$ cat src/rtl/z80OpcodePkg.sv
package z80OpcodePkg;

	// Instruction byte as seen on the data bus
	typedef logic [7:0] opcode_t;

	// Micro-address into the microcode ROM
	typedef logic [8:0] uAddr_t;

	//////////////////////////////
	// Main opcode map
	//////////////////////////////
	localparam opcode_t OpNop      = 8'h00;
	localparam opcode_t OpDi       = 8'hF3;
	localparam opcode_t OpLdAn     = 8'h3E;
	localparam opcode_t OpLdBn     = 8'h06;
	localparam opcode_t OpLdCn     = 8'h0E;
	localparam opcode_t OpIncC     = 8'h0C;
	localparam opcode_t OpDecA     = 8'h3D;
	localparam opcode_t OpAddB     = 8'h80;
	localparam opcode_t OpSubB     = 8'h90;
	localparam opcode_t OpJr       = 8'h18;
	localparam opcode_t OpJrNz     = 8'h20;
	localparam opcode_t OpJrZ      = 8'h28;
	localparam opcode_t OpCbPrefix = 8'hCB;

	// Second byte after the CB prefix
	localparam opcode_t CbBit7H = 8'h7C;
	localparam opcode_t CbRlB   = 8'h10;
	localparam opcode_t CbSrlB  = 8'h38;

	//////////////////////////////
	// Flow entry points in the ROM
	//////////////////////////////
	localparam uAddr_t FlowDefault  = 9'd0;
	localparam uAddr_t FlowNop      = 9'd2;
	localparam uAddr_t FlowDi       = 9'd3;
	localparam uAddr_t FlowLdAn     = 9'd4;
	localparam uAddr_t FlowLdBn     = 9'd7;
	localparam uAddr_t FlowLdCn     = 9'd10;
	localparam uAddr_t FlowIncC     = 9'd13;
	localparam uAddr_t FlowDecA     = 9'd14;
	localparam uAddr_t FlowAddB     = 9'd15;
	localparam uAddr_t FlowSubB     = 9'd18;
	localparam uAddr_t FlowJr       = 9'd21;
	localparam uAddr_t FlowJrNz     = 9'd27;
	localparam uAddr_t FlowJrZ      = 9'd33;
	localparam uAddr_t FlowCbPrefix = 9'd39;
	localparam uAddr_t FlowCbBit    = 9'd42;
	localparam uAddr_t FlowCbRl     = 9'd43;
	localparam uAddr_t FlowCbSrl    = 9'd45;
	// Highest populated ROM slot
	localparam uAddr_t FlowLast     = 9'd46;

endpackage

$ cat src/rtl/ucodePkg.sv
package ucodePkg;

	//////////////////////////////
	// Flow control kinds
	//////////////////////////////
	typedef enum logic [3:0]
	{
		FcOp,
		FcInc,
		FcEof,
		FcIncEof,
		FcEofFu,
		FcIncEofFu,
		// Conditional ends, zero flag driven
		FcIncEofZ,
		FcIncEofNz,
		// Jump into the CB table
		FcJcb,
		FcUpdateFlags
	} flowCtl_e;

	// Datapath commands
	typedef enum logic [4:0]
	{
		CmdNop,
		CmdSma,
		CmdSrm,
		CmdSx16r,
		CmdAddx16,
		CmdAddx16u,
		CmdSubx16,
		CmdInc16,
		CmdDec16,
		CmdSpc,
		CmdCeti,
		CmdBit,
		CmdShl,
		CmdShr,
		CmdZ801bop
	} uopCmd_e;

	// Operand select
	typedef enum logic [5:0]
	{
		OpdNull,
		OpdA,
		OpdB,
		OpdC,
		OpdH,
		OpdPc,
		OpdX8,
		OpdX16
	} uopOperand_e;

	// One ROM word, 15 bits
	typedef struct packed
	{
		flowCtl_e    flowCtl;
		uopCmd_e     cmd;
		uopOperand_e operand;
	} uop_t;

	typedef struct packed
	{
		logic zero;
		logic carry;
	} flags_t;

endpackage

$ cat src/rtl/opcodeDecodeLut.sv
`timescale 1ns/1ps

module opcodeDecodeLut
(
	input  z80OpcodePkg::opcode_t mop,
	output z80OpcodePkg::uAddr_t  flowStart
);

	import z80OpcodePkg::*;

	// Main opcode byte to flow entry
	always_comb
	begin
		case (mop)
			OpNop:      flowStart = FlowNop;
			OpDi:       flowStart = FlowDi;
			OpLdAn:     flowStart = FlowLdAn;
			OpLdBn:     flowStart = FlowLdBn;
			OpLdCn:     flowStart = FlowLdCn;
			OpIncC:     flowStart = FlowIncC;
			OpDecA:     flowStart = FlowDecA;
			OpAddB:     flowStart = FlowAddB;
			OpSubB:     flowStart = FlowSubB;
			// Relative jumps
			OpJr:       flowStart = FlowJr;
			OpJrNz:     flowStart = FlowJrNz;
			OpJrZ:      flowStart = FlowJrZ;
			// Fetches the second byte, then FcJcb
			OpCbPrefix: flowStart = FlowCbPrefix;
			// Generic one byte op
			default:
			begin
				flowStart = FlowDefault;
			end
		endcase
	end

endmodule

$ cat src/rtl/cbDecodeLut.sv
`timescale 1ns/1ps

module cbDecodeLut
(
	input  z80OpcodePkg::opcode_t mop,
	output z80OpcodePkg::uAddr_t  cbFlowStart
);

	import z80OpcodePkg::*;

	// Byte following 0xCB
	always_comb
	begin
		case (mop)
			CbBit7H: cbFlowStart = FlowCbBit;
			CbRlB:   cbFlowStart = FlowCbRl;
			CbSrlB:  cbFlowStart = FlowCbSrl;
			// Unknown extended op falls back to the one byte flow
			default:
			begin
				cbFlowStart = FlowDefault;
			end
		endcase
	end

endmodule

$ cat src/rtl/ucodeRom.sv
`timescale 1ns/1ps

module ucodeRom
#(
	parameter int UcodeAddrWidth = 9
)
(
	input  logic [UcodeAddrWidth-1:0] uAddr,
	output ucodePkg::uop_t            uop
);

	import z80OpcodePkg::*;
	import ucodePkg::*;

	uAddr_t romAddr;
	logic   inRange;

	// Wider address buses only see the populated slots
	assign inRange = 32'(uAddr) <= 32'(FlowLast);
	assign romAddr = uAddr_t'(uAddr);

	always_comb
	begin
		uop = '{FcOp, CmdNop, OpdNull};
		if (inRange)
		begin
			case (romAddr)
				// Default one byte op
				FlowDefault:          uop = '{FcUpdateFlags, CmdZ801bop, OpdA};
				FlowDefault + 9'd1:   uop = '{FcIncEof, CmdNop, OpdNull};
				FlowNop:              uop = '{FcIncEof, CmdNop, OpdNull};
				FlowDi:               uop = '{FcIncEof, CmdCeti, OpdNull};
				//////////////////////////////
				// LD r,n
				//////////////////////////////
				FlowLdAn:             uop = '{FcInc, CmdSma, OpdPc};
				FlowLdAn + 9'd1:      uop = '{FcInc, CmdNop, OpdNull};
				FlowLdAn + 9'd2:      uop = '{FcEof, CmdSrm, OpdA};
				FlowLdBn:             uop = '{FcInc, CmdSma, OpdPc};
				FlowLdBn + 9'd1:      uop = '{FcInc, CmdNop, OpdNull};
				FlowLdBn + 9'd2:      uop = '{FcEof, CmdSrm, OpdB};
				FlowLdCn:             uop = '{FcInc, CmdSma, OpdPc};
				FlowLdCn + 9'd1:      uop = '{FcInc, CmdNop, OpdNull};
				FlowLdCn + 9'd2:      uop = '{FcEof, CmdSrm, OpdC};
				// Single uop ALU ops with flag update
				FlowIncC:             uop = '{FcIncEofFu, CmdInc16, OpdC};
				FlowDecA:             uop = '{FcIncEofFu, CmdDec16, OpdA};
				// A through x16, then back
				FlowAddB:             uop = '{FcOp, CmdSx16r, OpdA};
				FlowAddB + 9'd1:      uop = '{FcUpdateFlags, CmdAddx16u, OpdB};
				FlowAddB + 9'd2:      uop = '{FcIncEof, CmdSrm, OpdA};
				FlowSubB:             uop = '{FcOp, CmdSx16r, OpdA};
				FlowSubB + 9'd1:      uop = '{FcUpdateFlags, CmdSubx16, OpdB};
				FlowSubB + 9'd2:      uop = '{FcIncEof, CmdSrm, OpdA};
				//////////////////////////////
				// Relative jumps
				//////////////////////////////
				FlowJr:               uop = '{FcInc, CmdSma, OpdPc};
				FlowJr + 9'd1:        uop = '{FcOp, CmdNop, OpdNull};
				FlowJr + 9'd2:        uop = '{FcInc, CmdSrm, OpdX8};
				FlowJr + 9'd3:        uop = '{FcOp, CmdSx16r, OpdPc};
				FlowJr + 9'd4:        uop = '{FcOp, CmdAddx16, OpdX8};
				FlowJr + 9'd5:        uop = '{FcEof, CmdSpc, OpdX16};
				// Not taken when Z is set
				FlowJrNz:             uop = '{FcInc, CmdSma, OpdPc};
				FlowJrNz + 9'd1:      uop = '{FcOp, CmdNop, OpdNull};
				FlowJrNz + 9'd2:      uop = '{FcIncEofZ, CmdSrm, OpdX8};
				FlowJrNz + 9'd3:      uop = '{FcOp, CmdSx16r, OpdPc};
				FlowJrNz + 9'd4:      uop = '{FcOp, CmdAddx16, OpdX8};
				FlowJrNz + 9'd5:      uop = '{FcEof, CmdSpc, OpdX16};
				// Not taken when Z is clear
				FlowJrZ:              uop = '{FcInc, CmdSma, OpdPc};
				FlowJrZ + 9'd1:       uop = '{FcOp, CmdNop, OpdNull};
				FlowJrZ + 9'd2:       uop = '{FcIncEofNz, CmdSrm, OpdX8};
				FlowJrZ + 9'd3:       uop = '{FcOp, CmdSx16r, OpdPc};
				FlowJrZ + 9'd4:       uop = '{FcOp, CmdAddx16, OpdX8};
				FlowJrZ + 9'd5:       uop = '{FcEof, CmdSpc, OpdX16};
				//////////////////////////////
				// CB prefix and extended ops
				//////////////////////////////
				FlowCbPrefix:         uop = '{FcInc, CmdSma, OpdPc};
				FlowCbPrefix + 9'd1:  uop = '{FcOp, CmdNop, OpdNull};
				FlowCbPrefix + 9'd2:  uop = '{FcJcb, CmdNop, OpdNull};
				FlowCbBit:            uop = '{FcEofFu, CmdBit, OpdNull};
				FlowCbRl:             uop = '{FcUpdateFlags, CmdShl, OpdNull};
				FlowCbRl + 9'd1:      uop = '{FcEof, CmdNop, OpdNull};
				FlowCbSrl:            uop = '{FcUpdateFlags, CmdShr, OpdNull};
				FlowCbSrl + 9'd1:     uop = '{FcEof, CmdNop, OpdNull};
				default:
				begin
					uop = '{FcOp, CmdNop, OpdNull};
				end
			endcase
		end
	end

endmodule

$ cat src/rtl/ucodeSequencer.sv
`timescale 1ns/1ps

module ucodeSequencer
#(
	parameter int UcodeAddrWidth = 9
)
(
	input  logic                      clock,
	input  logic                      reset,
	input  ucodePkg::uop_t            uop,
	input  ucodePkg::flags_t          flags,
	input  z80OpcodePkg::uAddr_t      flowStart,
	input  z80OpcodePkg::uAddr_t      cbFlowStart,
	output logic [UcodeAddrWidth-1:0] uAddr,
	output logic                      pcIncrement,
	output logic                      flowEnd
);

	import z80OpcodePkg::*;
	import ucodePkg::*;

	logic                      incKind;
	logic                      eofKind;
	logic                      jcbKind;
	logic [UcodeAddrWidth-1:0] nextAddr;

	//////////////////////////////
	// Flow control decode
	//////////////////////////////
	always_comb
	begin
		incKind = 1'b0;
		eofKind = 1'b0;
		jcbKind = 1'b0;
		case (uop.flowCtl)
			FcInc:      incKind = 1'b1;
			FcEof:      eofKind = 1'b1;
			FcIncEof:
			begin
				incKind = 1'b1;
				eofKind = 1'b1;
			end
			FcEofFu:    eofKind = 1'b1;
			FcIncEofFu:
			begin
				incKind = 1'b1;
				eofKind = 1'b1;
			end
			// Conditional end on the zero flag
			FcIncEofZ:
			begin
				incKind = 1'b1;
				eofKind = flags.zero;
			end
			FcIncEofNz:
			begin
				incKind = 1'b1;
				eofKind = !flags.zero;
			end
			FcJcb:
			begin
				incKind = 1'b1;
				jcbKind = 1'b1;
			end
			default:
			begin
				incKind = 1'b0;
			end
		endcase
	end

	// End of flow wins over the CB jump
	always_comb
	begin
		if (eofKind)
			nextAddr = UcodeAddrWidth'(flowStart);
		else if (jcbKind)
			nextAddr = UcodeAddrWidth'(cbFlowStart);
		else
			nextAddr = uAddr + UcodeAddrWidth'(1);
	end

	always_ff @(posedge clock)
	begin
		if (reset)
			uAddr <= UcodeAddrWidth'(FlowNop);
		else
			uAddr <= nextAddr;
	end

	// NOP sits at uAddr while reset is held, so mask the strobes
	assign pcIncrement = !reset && incKind;
	assign flowEnd     = !reset && eofKind;

	//////////////////////////////
	// Checks
	//////////////////////////////
	addrInRange: assert property (@(posedge clock) disable iff (reset)
		32'(uAddr) <= 32'(FlowLast))
		else $error("uAddr %0d beyond last flow slot", uAddr);

endmodule

$ cat src/rtl/cpuMicrosequencer.sv
`timescale 1ns/1ps

module cpuMicrosequencer
#(
	parameter int UcodeAddrWidth = 9
)
(
	input  logic                  clock,
	input  logic                  reset,
	input  z80OpcodePkg::opcode_t mop,
	input  ucodePkg::flags_t      flags,
	output ucodePkg::uop_t        uop,
	output logic                  pcIncrement,
	output logic                  flowEnd
);

	import z80OpcodePkg::*;

	uAddr_t                    flowStart;
	uAddr_t                    cbFlowStart;
	logic [UcodeAddrWidth-1:0] uAddr;

	// Both tables look at the same bus byte
	opcodeDecodeLut i_opcodeDecodeLut (.mop(mop), .flowStart(flowStart));

	cbDecodeLut i_cbDecodeLut (.mop(mop), .cbFlowStart(cbFlowStart));

	ucodeRom #(.UcodeAddrWidth(UcodeAddrWidth)) i_ucodeRom (.uAddr(uAddr), .uop(uop));

	ucodeSequencer #(.UcodeAddrWidth(UcodeAddrWidth)) i_ucodeSequencer
	(
		.clock(clock), .reset(reset), .uop(uop), .flags(flags),
		.flowStart(flowStart), .cbFlowStart(cbFlowStart),
		.uAddr(uAddr), .pcIncrement(pcIncrement), .flowEnd(flowEnd)
	);

endmodule

$ cat config.mk
export PLATFORM = sky130hd
export DESIGN_NAME = cpuMicrosequencer
export DESIGN_NICKNAME = d
export VERILOG_FILES = /design/src/rtl/z80OpcodePkg.sv /design/src/rtl/ucodePkg.sv /design/src/rtl/opcodeDecodeLut.sv /design/src/rtl/cbDecodeLut.sv /design/src/rtl/ucodeRom.sv /design/src/rtl/ucodeSequencer.sv /design/src/rtl/cpuMicrosequencer.sv
export SDC_FILE = /design/constraint.sdc
export NUM_CORES = 1
export LEC_CHECK = 0
export BUFFER_PORTS_ARGS = -buffer_cell sky130_fd_sc_hd__buf_2
export CAP_MARGIN = 5
export CORE_ASPECT_RATIO = 1.5
export CORE_MARGIN = 4
export CORE_UTILIZATION = 41
export DETAILED_ROUTE_END_ITERATION = 8
export GPL_ROUTABILITY_DRIVEN = 1
export SYNTH_ARGS = -nofsm -noshare
export SYNTH_HDL_FRONTEND = slang
export SYNTH_HIERARCHICAL = 1
export SYNTH_SLANG_ARGS = --single-unit
$ cat constraint.sdc
create_clock -name clock -period 8.1 [get_ports clock]
set_input_delay 0.81 -clock clock [delete_from_list [all_inputs] [get_ports clock]]
set_output_delay 0.81 -clock clock [all_outputs]
set_load 0.02 [all_outputs]
==> impl_summary.md, run 1 <==
Outcome
The flow ran to the end, and the final reports show no timing, DRC or antenna violations.

Finish
Relative to the synthesized area, the layout overhead comes to 3.94%. The register with the most flip-flops in the layout has 9 of them. The final-stage net count is between 300 and 400.

The multi-input combinational cells in the finished layout cover a total of between 1500 and 2000 sq um. Fill cells in the final layout number 504. The proportion of layout cells with a drive suffix above 1 is a little over an eighth. The most flop-heavy register is i_ucodeSequencer/uAddr. The number of antenna diodes in the final layout is 0.

The sequential cells in the finished layout cover a total of 180 sq um. The largest registers in the layout are i_ucodeSequencer/uAddr x9.

Power and ir drop
The cell internal power dissipation is roughly 330 uW. IR analysis of the VDD net gives a maximum drop of 0.000109 V. The combinational group share of total power is approximately four fifths. The sequential cell fraction of total power is 12.7%. The fraction of power spent switching nets is 57.6%. The power per standard cell area is 373 nW/um^2. The leakage power figure is slightly below 0.0008 uW. Per report_power, the clock group accounts for 6.9% of the total. The total net switching power is roughly 450 uW.

Detailed routing
The detailed-routing iteration count for the pre-antenna-repair pass is 4. In the routed layout, each cell is associated on average with a via count of 5.91. The total length of routed wires is 5.33 mm. In the final routed layout, each cell accounts on average for 14.8 um.

The residual antenna-violating net count after detailed routing is 0. Detailed routing placed a total of 152 um of wire on met3. The number of violations reported at the end of detailed-routing iteration 0 is 238. The met1 routed wirelength after detailed routing is between 2 and 2.5 mm.

The via total after detailed routing is approximately 2100. The routed length on met2 is 2.76 mm. In the routed design, unresolved DRC markers number 0. The top metal layer carrying routed signals is met4.

Timing
The max-slew violation count came to 0. The minimum period implied by the final worst setup slack is 4330 ps. Setup repair after global routing left no endpoint under its margin. The worst clock skew on the final layout is 3.06 ps. The final setup violation count is 0. After routing, the total negative slack on setup checks comes to 0 ps. The count of final hold-check violations is 0.

Static timing analysis puts the maximum clock frequency at 231 MHz. The final worst-path cycle share is 53.5%. At the pin with the least slew margin, the transition time is 835 ps. On the final layout, the worst hold slack is 630 ps.

In this run the tightest slew margin relative to its limit is 44.3%.

Clock network
Hold repair after CTS inserted 0 buffers. The clock passes through at most 2 buffers. The number of H-tree branching levels is 1.

TritonCTS built the clock tree. The insertion delay to the later sink of the worst-skew pair is 230 ps. The cell sitting at the root of the clock tree is a clkbuf_8. Counting every sink on the clock net gives 9. In this run, post-CTS repair resized a total of 0 instances.

The buffers inserted during post-CTS setup optimization is 0. The number of buffers added by the clock tree synthesis step is 3. The register clock-pin slew on the reported worst setup and hold paths is 50 ps.

Synth
The compound-gate portion of the synthesized area is 30.0%. The number of warning messages in the yosys log is 6. The synthesized area is 2000 sq um. Synthesis handed over a netlist of 292 instances. After synthesis, the largest family of logic cells by area is simple AND/OR/NAND/NOR gates.

The mean instance size in the synthesized netlist is 6.86 sq um. The multiplexer share of the synthesized area is 4.75%. The share of the Yosys chip area taken by registers is 8.99%. The fraction of the mapped netlist area in simple logic gates is between 30 and 40%. The number of distinct library cell variants in the gate-level netlist after synthesis is 65. The synthesized netlist devotes 5.00% of its cell area to adder and majority cells. The cell with the most instances after synthesis is nand2_1. The number of synthesized flops with an enable pin is 0. After synthesis, the cell types taking the most area are dfxtp_1 (9.0%), a21oi_1 (5.5%), nand2_1 (5.2%), ha_1 (5.0%), buf_4 (4.5%). The post-synthesis cell type with the largest combined area is dfxtp_1. The dominant register cell in the synthesized netlist is dfxtp_1. Of all flip-flops after synthesis, the portion carrying an async set or reset was 0%. Counting instances in the post-synthesis netlist gives the leading cell types as nand2_1 (28), nor2_1 (23), a21oi_1 (22), o21ai_0 (14). The portion of synthesized cell area occupied by the leading cell type is 8.99%.

The xor-xnor portion of the synthesized cell area is under 10%. The synthesized design contains 9 register bits.

Die
During I/O placement, the number of pins put on the boundary was 29. The region available for standard cell placement spans between 4000 and 5000 sq um. The die covers about 6000 sq um. The die is 93.6 um tall. Once the floorplan was initialized, standard cells occupied 43.4% of the core. Measured along the x axis, the die boundary spans 65.1 um. The number of cell rows is 30.

Setup path
The cell count of the worst reg-to-reg path is 10. The maximum fanout count along the critical path is 13. STA puts the critical path data required time at 7290 ps. On the critical path, the stage with the largest delay is an instance of nor4b_1. In this run the critical register-to-register path is captured at i_ucodeSequencer/uAddr[1]. The kind of start point of the critical path is a register. The worst register-to-register path begins at i_ucodeSequencer/uAddr[0]. The slack of the worst reg-to-reg path is 4470 ps.

The signal on the critical path passes through inv_1 -> ha_1 -> inv_1 -> mux2i_1 -> mux4_2 -> o211a_1 -> nor4b_1 -> nor2_1 -> nor2_1 -> buf_2. STA puts the critical path data arrival time at roughly 3500 ps. The critical setup path kind is reg2out. The biggest cell delay along the critical path is about 670 ps. The endpoint type of the worst setup path is an output pin.

Min path
The hold-critical path endpoint is i_ucodeSequencer/uAddr[8]. The worst hold path was traced through 2 stages. The path class of the lowest-slack min-delay path is reg2reg.

The startpoint identified for the worst hold timing path is i_ucodeSequencer/uAddr[8].

Placed design
The placed wire-length estimate is 4.02 mm. During placement, the flow inserted port buffers numbering 23. The congestion estimate from routability-driven global placement came to 0.899.

Global routing
In the global route stage, overall resource usage came out at a little under a fifth. The initial antenna violation count came to 0. Entering global routing, the biggest net connects 43 pins. The remaining global-route overflow is 0. The via count of the first global-routing pass is 1981.

The first-pass GRT wire length is 9.28 mm.

Run
Max-cap violations in this run came to 0.
==> kinds of logic (layout without fill, tap and decap cells) <==
family	Yosys count	count (layout)
other cells	3	11
xor+xnor	9	9
simple gates	120	120
flops	9	9
mux	8	8
buf+inv	46	43
fa+ha+maj	8	8
compound gates	89	89
==> worst max path at each step <==
stage | end | slack, ps | startpoint | cells after the start
3_5_place_dp | pcIncrement | 4010 | i_ucodeSequencer/uAddr[0] | 10
2_1_floorplan | pcIncrement | 4300 | i_ucodeSequencer/uAddr[0] | 9
5_1_grt | pcIncrement | 3470 | i_ucodeSequencer/uAddr[0] | 10
3_3_place_gp | pcIncrement | 4010 | i_ucodeSequencer/uAddr[0] | 10
6_report | pcIncrement | 3770 | i_ucodeSequencer/uAddr[0] | 10
4_1_cts | pcIncrement | 3760 | i_ucodeSequencer/uAddr[0] | 10
==> per-stage QoR <==
stage	utilization [%]	cells	area, sq um	power (uW)	worst slack (ps)
after global routing	45.1	361	2080	860	3470
after floorplan	-	300	2030	583	4300
after global placement	44.1	357	2040	720	4010
after CTS	45.1	361	2080	776	3760
after detailed placement	44.1	357	2040	720	4010
final	45.1	361	2080	777	3770
==> final cells by class <==
type,count,area share [%]
clock buffers,4,2.16
inverters,13,2.34
multi-input cells,245,76.4
flip-flops and latches,9,8.65
well taps,64,3.85
repair buffers,26,6.61
==> layer usage <==
| layer | global-route usage, % | vias up |
|---|---|---|
| li1 | - | 1077 |
| met1 | 20.8 | 977 |
| met2 | 34.6 | 58 |
| met3 | 0.601 | 20 |
| met4 | 10.7 | 0 |
| met5 | 0 | - |
==> power by group through the flow <==
stage	sequential (uW)	combinational, uW	clock (uW)
floorplan	81.3	502	0
finish	98.6	625	53.9
global placement	98.5	622	0
global route	104	698	57.7
detailed placement	99.1	621	0
CTS	97.9	623	54.4
==> cell usage in the layout (no fill, tap or decap), drive strengths merged, types with 4 or more instances in the layout <==
| cell type | count |
|---|---|
| a31oi | 10 |
| or4 | 4 |
| dfxtp | 9 |
| or4b | 4 |
| clkbuf | 4 |
| nand2 | 28 |
| nand3 | 11 |
| ha | 8 |
| mux2i | 5 |
| o21ai | 15 |
| buf | 26 |
| nor3b | 4 |
| o211ai | 10 |
| nor4b | 4 |
| a21oi | 22 |
| nand2b | 7 |
| a211oi | 5 |
| nor2b | 6 |
| nor2 | 23 |
| nand4 | 5 |
| conb | 11 |
| or3 | 8 |
| inv | 13 |
| xnor2 | 6 |
==> critical path: cells and delay by family, from the launching register on <==
kind,cells,cell delay (ps)
AO/OA/AOI/OAI,1,280
adder cells (fa/ha/maj),1,450
buffers and inverters,3,540
flip-flops,1,600
multiplexers,2,530
AND/OR/NAND/NOR,3,880
(Power assumes the default switching activity.)
==> run 2: changes to the inputs <==
==> constraint.sdc (replaced) <==
create_clock -name clock -period 4.5 [get_ports clock]
set_input_delay 0.45 -clock clock [delete_from_list [all_inputs] [get_ports clock]]
set_output_delay 0.45 -clock clock [all_outputs]
set_load 0.02 [all_outputs]
==> impl_summary.md, run 2 (synthesized netlist as in run 1, its figures left out) <==
Outcome
Outcome: finished, final reports clean (unchanged).

Global routing
The via count of the first global-routing pass was 2028 (was 1981). The first-pass GRT wire length is 9.27 mm (was 9.28 mm). The initial antenna violation count is 0 (unchanged). The pin count of the biggest net entering global routing came to 28 (was 43). The remaining global-route overflow is 0 (unchanged). The global routing usage summed across all routing layers came to 18.6% (was 18.7%).

Setup path
The critical setup path kind is reg2out (unchanged). The worst-path cell with the longest stage delay is nor4b_1 (unchanged). The biggest cell delay along the critical path is 630 ps (was 670 ps).

The total buffers and inverters traversed by the critical path is 3 (unchanged). The data arrival at the endpoint of the critical path is 3480 ps (was 3520 ps). The cell count of the worst reg-to-reg path was 10 (unchanged). The slack of the worst reg-to-reg path is 920 ps (was 4470 ps).

Worst path cell trace: inv_1 -> ha_1 -> inv_1 -> mux2i_1 -> mux4_2 -> o211a_1 -> nor4b_1 -> nor2_1 -> nor2_1 -> buf_2 (unchanged). The endpoint of the worst-slack reg-to-reg timing path is i_ucodeSequencer/uAddr[1] (unchanged). The kind of start point of the critical path was a register (unchanged). The endpoint type of the worst setup path is an output pin (unchanged). The required time of the critical path is 4050 ps (was 7290 ps). The maximum fanout count along the critical path is 13 (unchanged). The family with the most delay on the worst path is simple AND/OR/NAND/NOR gates (unchanged).

The startpoint of the worst register-to-register path is i_ucodeSequencer/uAddr[0] (unchanged).

Power and ir drop
The maximum ir drop on the vdd rail came to 0.000172 V (was 0.000109 V). The power per standard cell area came to 670 nW/um^2 (was 373 nW/um^2). The leakage power figure is 0.000775 uW (was 0.000769 uW).

Detailed routing
The DRC violation count after routing came to 0 (unchanged). The residual antenna-violating net count after detailed routing is 0 (unchanged). The average routed wire per standard cell is 15.0 um (was 14.8 um).

The number of violations reported at the end of detailed-routing iteration 0 was 312 (was 238). The via total after detailed routing is 2164 (was 2132). The detailed-routing iteration count for the pre-antenna-repair pass is 4 (unchanged).

The total length of routed wires is 5.45 mm (was 5.33 mm). The per-cell via count in the routed design is 5.98 (was 5.91).

Finish
Top Registers: i_ucodeSequencer/uAddr x9 (unchanged). The final antenna diode count is 0 (unchanged). The final-stage net count is 319 (was 318).

The most flop-heavy register is i_ucodeSequencer/uAddr (unchanged). Most frequent cells in the layout: nand2_1 (28), nor2_1 (23), buf_2 (23), a21oi_1 (22), o21ai_0 (14) (unchanged). The final core area utilization is 45.3% (was 45.1%). The leading cell type in the layout, fill and taps excluded was nand2_1 (unchanged). The proportion of layout cells with a drive suffix above 1 was 13.4% (was 13.1%). The area growth from synthesis to layout was 4.31% (was 3.94%). The number of flip-flops in the largest register is 9 (unchanged).

Timing
The count of final hold-check violations is 0 (unchanged). The worst clock skew on the final layout is 2.01 ps (was 3.06 ps). Setup repair after global routing missed its margin: no (unchanged).

The max-slew headroom at the worst pin is 43.1% (was 44.3%). The transition time at the pin with the least slew margin is 852 ps (was 835 ps). The highest achievable clock rate is around 250 MHz. The final total negative setup slack is 0 ps (unchanged). The final setup violation count is 0 (unchanged). The minimum period implied by the final worst setup slack is between 3000 and 4000 ps. The max-slew violation count came to 0 (unchanged). The final worst-path cycle share is 87.3%.

Min path
The worst min-delay path startpoint was reset (was i_ucodeSequencer/uAddr[8]). The hold-critical path depth is 2 (unchanged). The path class of the lowest-slack min-delay path is in2reg (was reg2reg). The hold-critical path endpoint is i_ucodeSequencer/uAddr[2] (was i_ucodeSequencer/uAddr[8]).

Clock network
The number of cells upsized or downsized after cts is 0 (unchanged). The TritonCTS sink count is 9 (unchanged). The number of hold buffers added after cts was 0 (unchanged). The clock tree from TritonCTS was yes (unchanged).

The number of buffers added by the clock tree synthesis step is 3 (unchanged). The register clock-pin slew on the reported worst setup and hold paths was 40 ps (was 50 ps). The insertion delay to the later sink of the worst-skew pair is 230 ps (about the same). The number of H-tree branching levels is 1 (unchanged). The buffers inserted during post-CTS setup optimization is 0 (unchanged). The buffer levels on the longest clock path is 2 (unchanged).

The clock root buffer master is clkbuf_8 (unchanged).

Placed design
The placed wire-length estimate was 4.12 mm (was 4.02 mm). The placer congestion estimate was 0.934 (was 0.899). The quantity of I/O buffers inserted on ports came to 23 (unchanged).

Run
The number of max-capacitance violations reported came to 0 (unchanged).

Die
The die height is 93.6 um (unchanged). The core area is 4620 sq um (unchanged). The I/O pin count is 29 (unchanged). The number of cell rows is 30 (unchanged). The die footprint is 6090 sq um (unchanged). The effective utilization at floorplan is 43.4% (unchanged).

The x dimension of the die was 65.1 um (unchanged).
[run 2: cell types whose count changed in the layout (fill, tap and decap cells not counted), sizes merged]
| cell | previous run | this run |
|---|---|---|
| buf | 26 | 27 |
[run 2: area by class of cell]
type / instances / area (sq um)
clock buffer: 4 / 45.0
fill: 501 / 2530
inverter: 13 / 48.8
multi-input combinational: 245 / 1590
sequential: 9 / 180
tap: 64 / 80.1
timing repair buffer: 27 / 145
[run 2: worst max path at each step]
stage                               from           to  slack (ps)  depth (start not counted)
2_1_floorplan  i_ucodeSequencer/uAddr[0]  pcIncrement        1060                          9
3_3_place_gp   i_ucodeSequencer/uAddr[0]  pcIncrement         820                         10
3_5_place_dp   i_ucodeSequencer/uAddr[0]  pcIncrement         820                         10
4_1_cts        i_ucodeSequencer/uAddr[0]  pcIncrement         560                         10
5_1_grt        i_ucodeSequencer/uAddr[0]  pcIncrement         250                         10
6_report       i_ucodeSequencer/uAddr[0]  pcIncrement         570                         10
[run 2: power breakdown]
part	leakage, uW	switching (uW)	internal (uW)
Clock	0.0000228	30.5	61.6
Sequential	0.0000738	80.5	111
Combinational	0.000678	694	422
[run 2: stage by stage]
stage	instances	hold slack (ps)	worst slack, ps	power, uW	instance area, sq um
after CTS	362	538	561	1400	2090
after global routing	362	555	246	1540	2090
final	362	535	571	1400	2090
after floorplan	300	533	1060	1050	2030
after detailed placement	358	664	824	1310	2040
after global placement	358	650	824	1300	2040
[run 2: layer usage]
metal,vias to the layer above,share of wire (%),global-route usage (%)
met4,0,4.0,10.7
met5,-,0,0
met3,18,3.8,0.361
met2,70,53,35.0
met1,995,39,20.3
li1,1081,-,-
==> run 3: changes to the inputs <==
==> constraint.sdc (replaced) <==
create_clock -name clock -period 4.5 [get_ports clock]
set_input_delay 0.45 -clock clock [delete_from_list [all_inputs] [get_ports clock]]
set_output_delay 0.45 -clock clock [all_outputs]
set_load 0.01 [all_outputs]
==> impl_summary.md, run 3 (synthesized netlist as in run 1, its figures left out) <==
Outcome
Outcome: finished, final reports clean (unchanged).

Timing
The worst clock skew on the final layout is 1.30 ps (was 2.01 ps). The max-slew headroom at the worst pin came to 45.8% (was 43.1%). The final setup violation count was 0 (unchanged).

The least setup slack across all paths after layout is 536 ps (was 571 ps). The count of final hold-check violations is 0 (unchanged). Setup repair after global routing missed its margin: no (unchanged). The final worst-path cycle share came to 88.1% (was 87.3%). The minimum period implied by the final worst setup slack is 3960 ps (was 3930 ps).

The max-slew violation count is 0 (unchanged). The transition time at the pin with the least slew margin is 811 ps (was 852 ps). The final total negative setup slack is 0 ps (unchanged). The highest achievable clock rate was 252 MHz (was 254 MHz).

Die
The effective utilization at floorplan is 43.4% (unchanged). The number of cell rows is 30 (unchanged). The x dimension of the die is 65.1 um (unchanged). The I/O pin count is 29 (unchanged).

The die footprint is 6090 sq um (unchanged). The core area is 4620 sq um (unchanged). The die height is 93.6 um (unchanged).

Setup path
The critical setup path kind is reg2out (unchanged). The required time of the critical path came to 4050 ps (about the same). The family with the most delay on the worst path is simple AND/OR/NAND/NOR gates (unchanged). Worst path cell trace: inv_1 -> ha_1 -> inv_1 -> mux2i_1 -> mux4_2 -> o211a_1 -> nor4b_1 -> nor2_1 -> nor2_1 -> buf_2 (unchanged). The kind of start point of the critical path is a register (unchanged). The maximum fanout count along the critical path is 13 (unchanged).

The worst-path cell with the longest stage delay is nor4b_1 (unchanged). The data arrival at the endpoint of the critical path was 3510 ps (was 3480 ps). The total buffers and inverters traversed by the critical path is 3 (unchanged). The endpoint type of the worst setup path is an output pin (unchanged). The biggest cell delay along the critical path came to 670 ps (was 630 ps).

Global routing
The pin count of the biggest net entering global routing is 33 (was 28). The remaining global-route overflow is 0 (unchanged). The via count of the first global-routing pass was 1983 (was 2028). The initial antenna violation count is 0 (unchanged). The first-pass GRT wire length is 9.33 mm (was 9.27 mm). The global routing usage summed across all routing layers was 18.8% (was 18.6%).

Clock network
The insertion delay to the later sink of the worst-skew pair was 240 ps (was 230 ps). The buffers inserted during post-CTS setup optimization was 0 (unchanged). The buffer levels on the longest clock path came to 2 (unchanged). The clock tree from TritonCTS is yes (unchanged).

The TritonCTS sink count came to 9 (unchanged). The number of H-tree branching levels was 1 (unchanged). The clock root buffer master is clkbuf_8 (unchanged). The number of cells upsized or downsized after cts came to 0 (unchanged).

The number of buffers added by the clock tree synthesis step was 3 (unchanged). The register clock-pin slew on the reported worst setup and hold paths was 50 ps (was 40 ps). The number of hold buffers added after cts is 0 (unchanged).

Finish
The area growth from synthesis to layout was 5.06% (was 4.31%). The leading cell type in the layout, fill and taps excluded is nand2_1 (unchanged). The proportion of layout cells with a drive suffix above 1 was 14.0% (was 13.4%). The final antenna diode count is 0 (unchanged). The final-stage net count is 321 (was 319). The most flop-heavy register is i_ucodeSequencer/uAddr (unchanged). Most frequent cells in the layout: nand2_1 (28), nor2_1 (23), buf_2 (23), a21oi_1 (22), o21ai_0 (14) (unchanged). The number of flip-flops in the largest register is 9 (unchanged). Top Registers: i_ucodeSequencer/uAddr x9 (unchanged). The fill cell instance count of the final layout is 505 (was 501).

Min path
The path class of the lowest-slack min-delay path is in2reg (unchanged).

Placed design
The quantity of I/O buffers inserted on ports came to 23 (unchanged). The post-place setup slack came to 772 ps (was 824 ps). The placer congestion estimate is 0.925 (was 0.934).

The placed wire-length estimate came to 4.22 mm (was 4.12 mm).

Detailed routing
The via total after detailed routing came to 2189 (was 2164). The average routed wire per standard cell came to 15.2 um (was 15.0 um). The DRC violation count after routing is 0 (unchanged). The per-cell via count in the routed design was 6.01 (was 5.98).

The number of violations reported at the end of detailed-routing iteration 0 is 183 (was 312). The total length of routed wires is 5.52 mm (was 5.45 mm). The residual antenna-violating net count after detailed routing is 0 (unchanged).

The detailed-routing iteration count for the pre-antenna-repair pass is 4 (unchanged).

Power and ir drop
The power per standard cell area came to 639 nW/um^2 (was 670 nW/um^2). The maximum ir drop on the vdd rail is 0.000203 V (was 0.000172 V). The leakage power figure came to 0.000785 uW (was 0.000775 uW).

Run
The number of max-capacitance violations reported is 0 (unchanged).
run 3: cell count changes in the layout (fill, tap and decap cells not counted):
cell | previous run | this run
buf_4 | 4 | 6
run 3: layout make-up:
| type | instances | area [sq um] | share of cell area, % |
|---|---|---|---|
| multi-input combinational | 245 | 1590 | 75.6 |
| sequential | 9 | 180 | 8.56 |
| timing repair buffer | 29 | 160 | 7.61 |
| tap | 64 | 80.1 | 3.80 |
| inverter | 13 | 48.8 | 2.32 |
| clock buffer | 4 | 45.0 | 2.14 |
run 3: routing by layer:
metal,GRT usage [%],vias up,share of wire (%)
met5,0,-,0
met1,20.6,1005,38
met3,0.841,13,4.2
li1,-,1093,-
met2,35.9,78,54
met4,9.17,0,3.3
run 3: final timing paths:
check | startpoint | endpoint | slack (ps) | cells after the start
worst min register to register | i_ucodeSequencer/uAddr[7] | i_ucodeSequencer/uAddr[7] | 670 | 3
worst max register to register | i_ucodeSequencer/uAddr[0] | i_ucodeSequencer/uAddr[1] | 860 | 10
worst min-delay path | reset | i_ucodeSequencer/uAddr[5] | 520 | 2
worst max-delay path | i_ucodeSequencer/uAddr[0] | pcIncrement | 540 | 10
run 3: where the power goes:
| part | switching (uW) | total [uW] | leakage [uW] | internal (uW) |
|---|---|---|---|---|
| Sequential | 62.0 | 173 | 0.0000738 | 111 |
| Combinational | 648 | 1070 | 0.000689 | 427 |
| Clock | 35.1 | 97.1 | 0.0000228 | 62.0 |
run 3: per-stage QoR:
stage               cell area, sq um  total power, uW  instances  utilization [%]  hold WS, ps
finish                          2100             1350        364             45.6          523
global placement                2060             1240        360             44.6          652
global route                    2100             1470        364             45.6          538
CTS                             2100             1350        364             45.6          527
detailed placement              2060             1240        360             44.6          651
floorplan                       2030              976        300                -          533
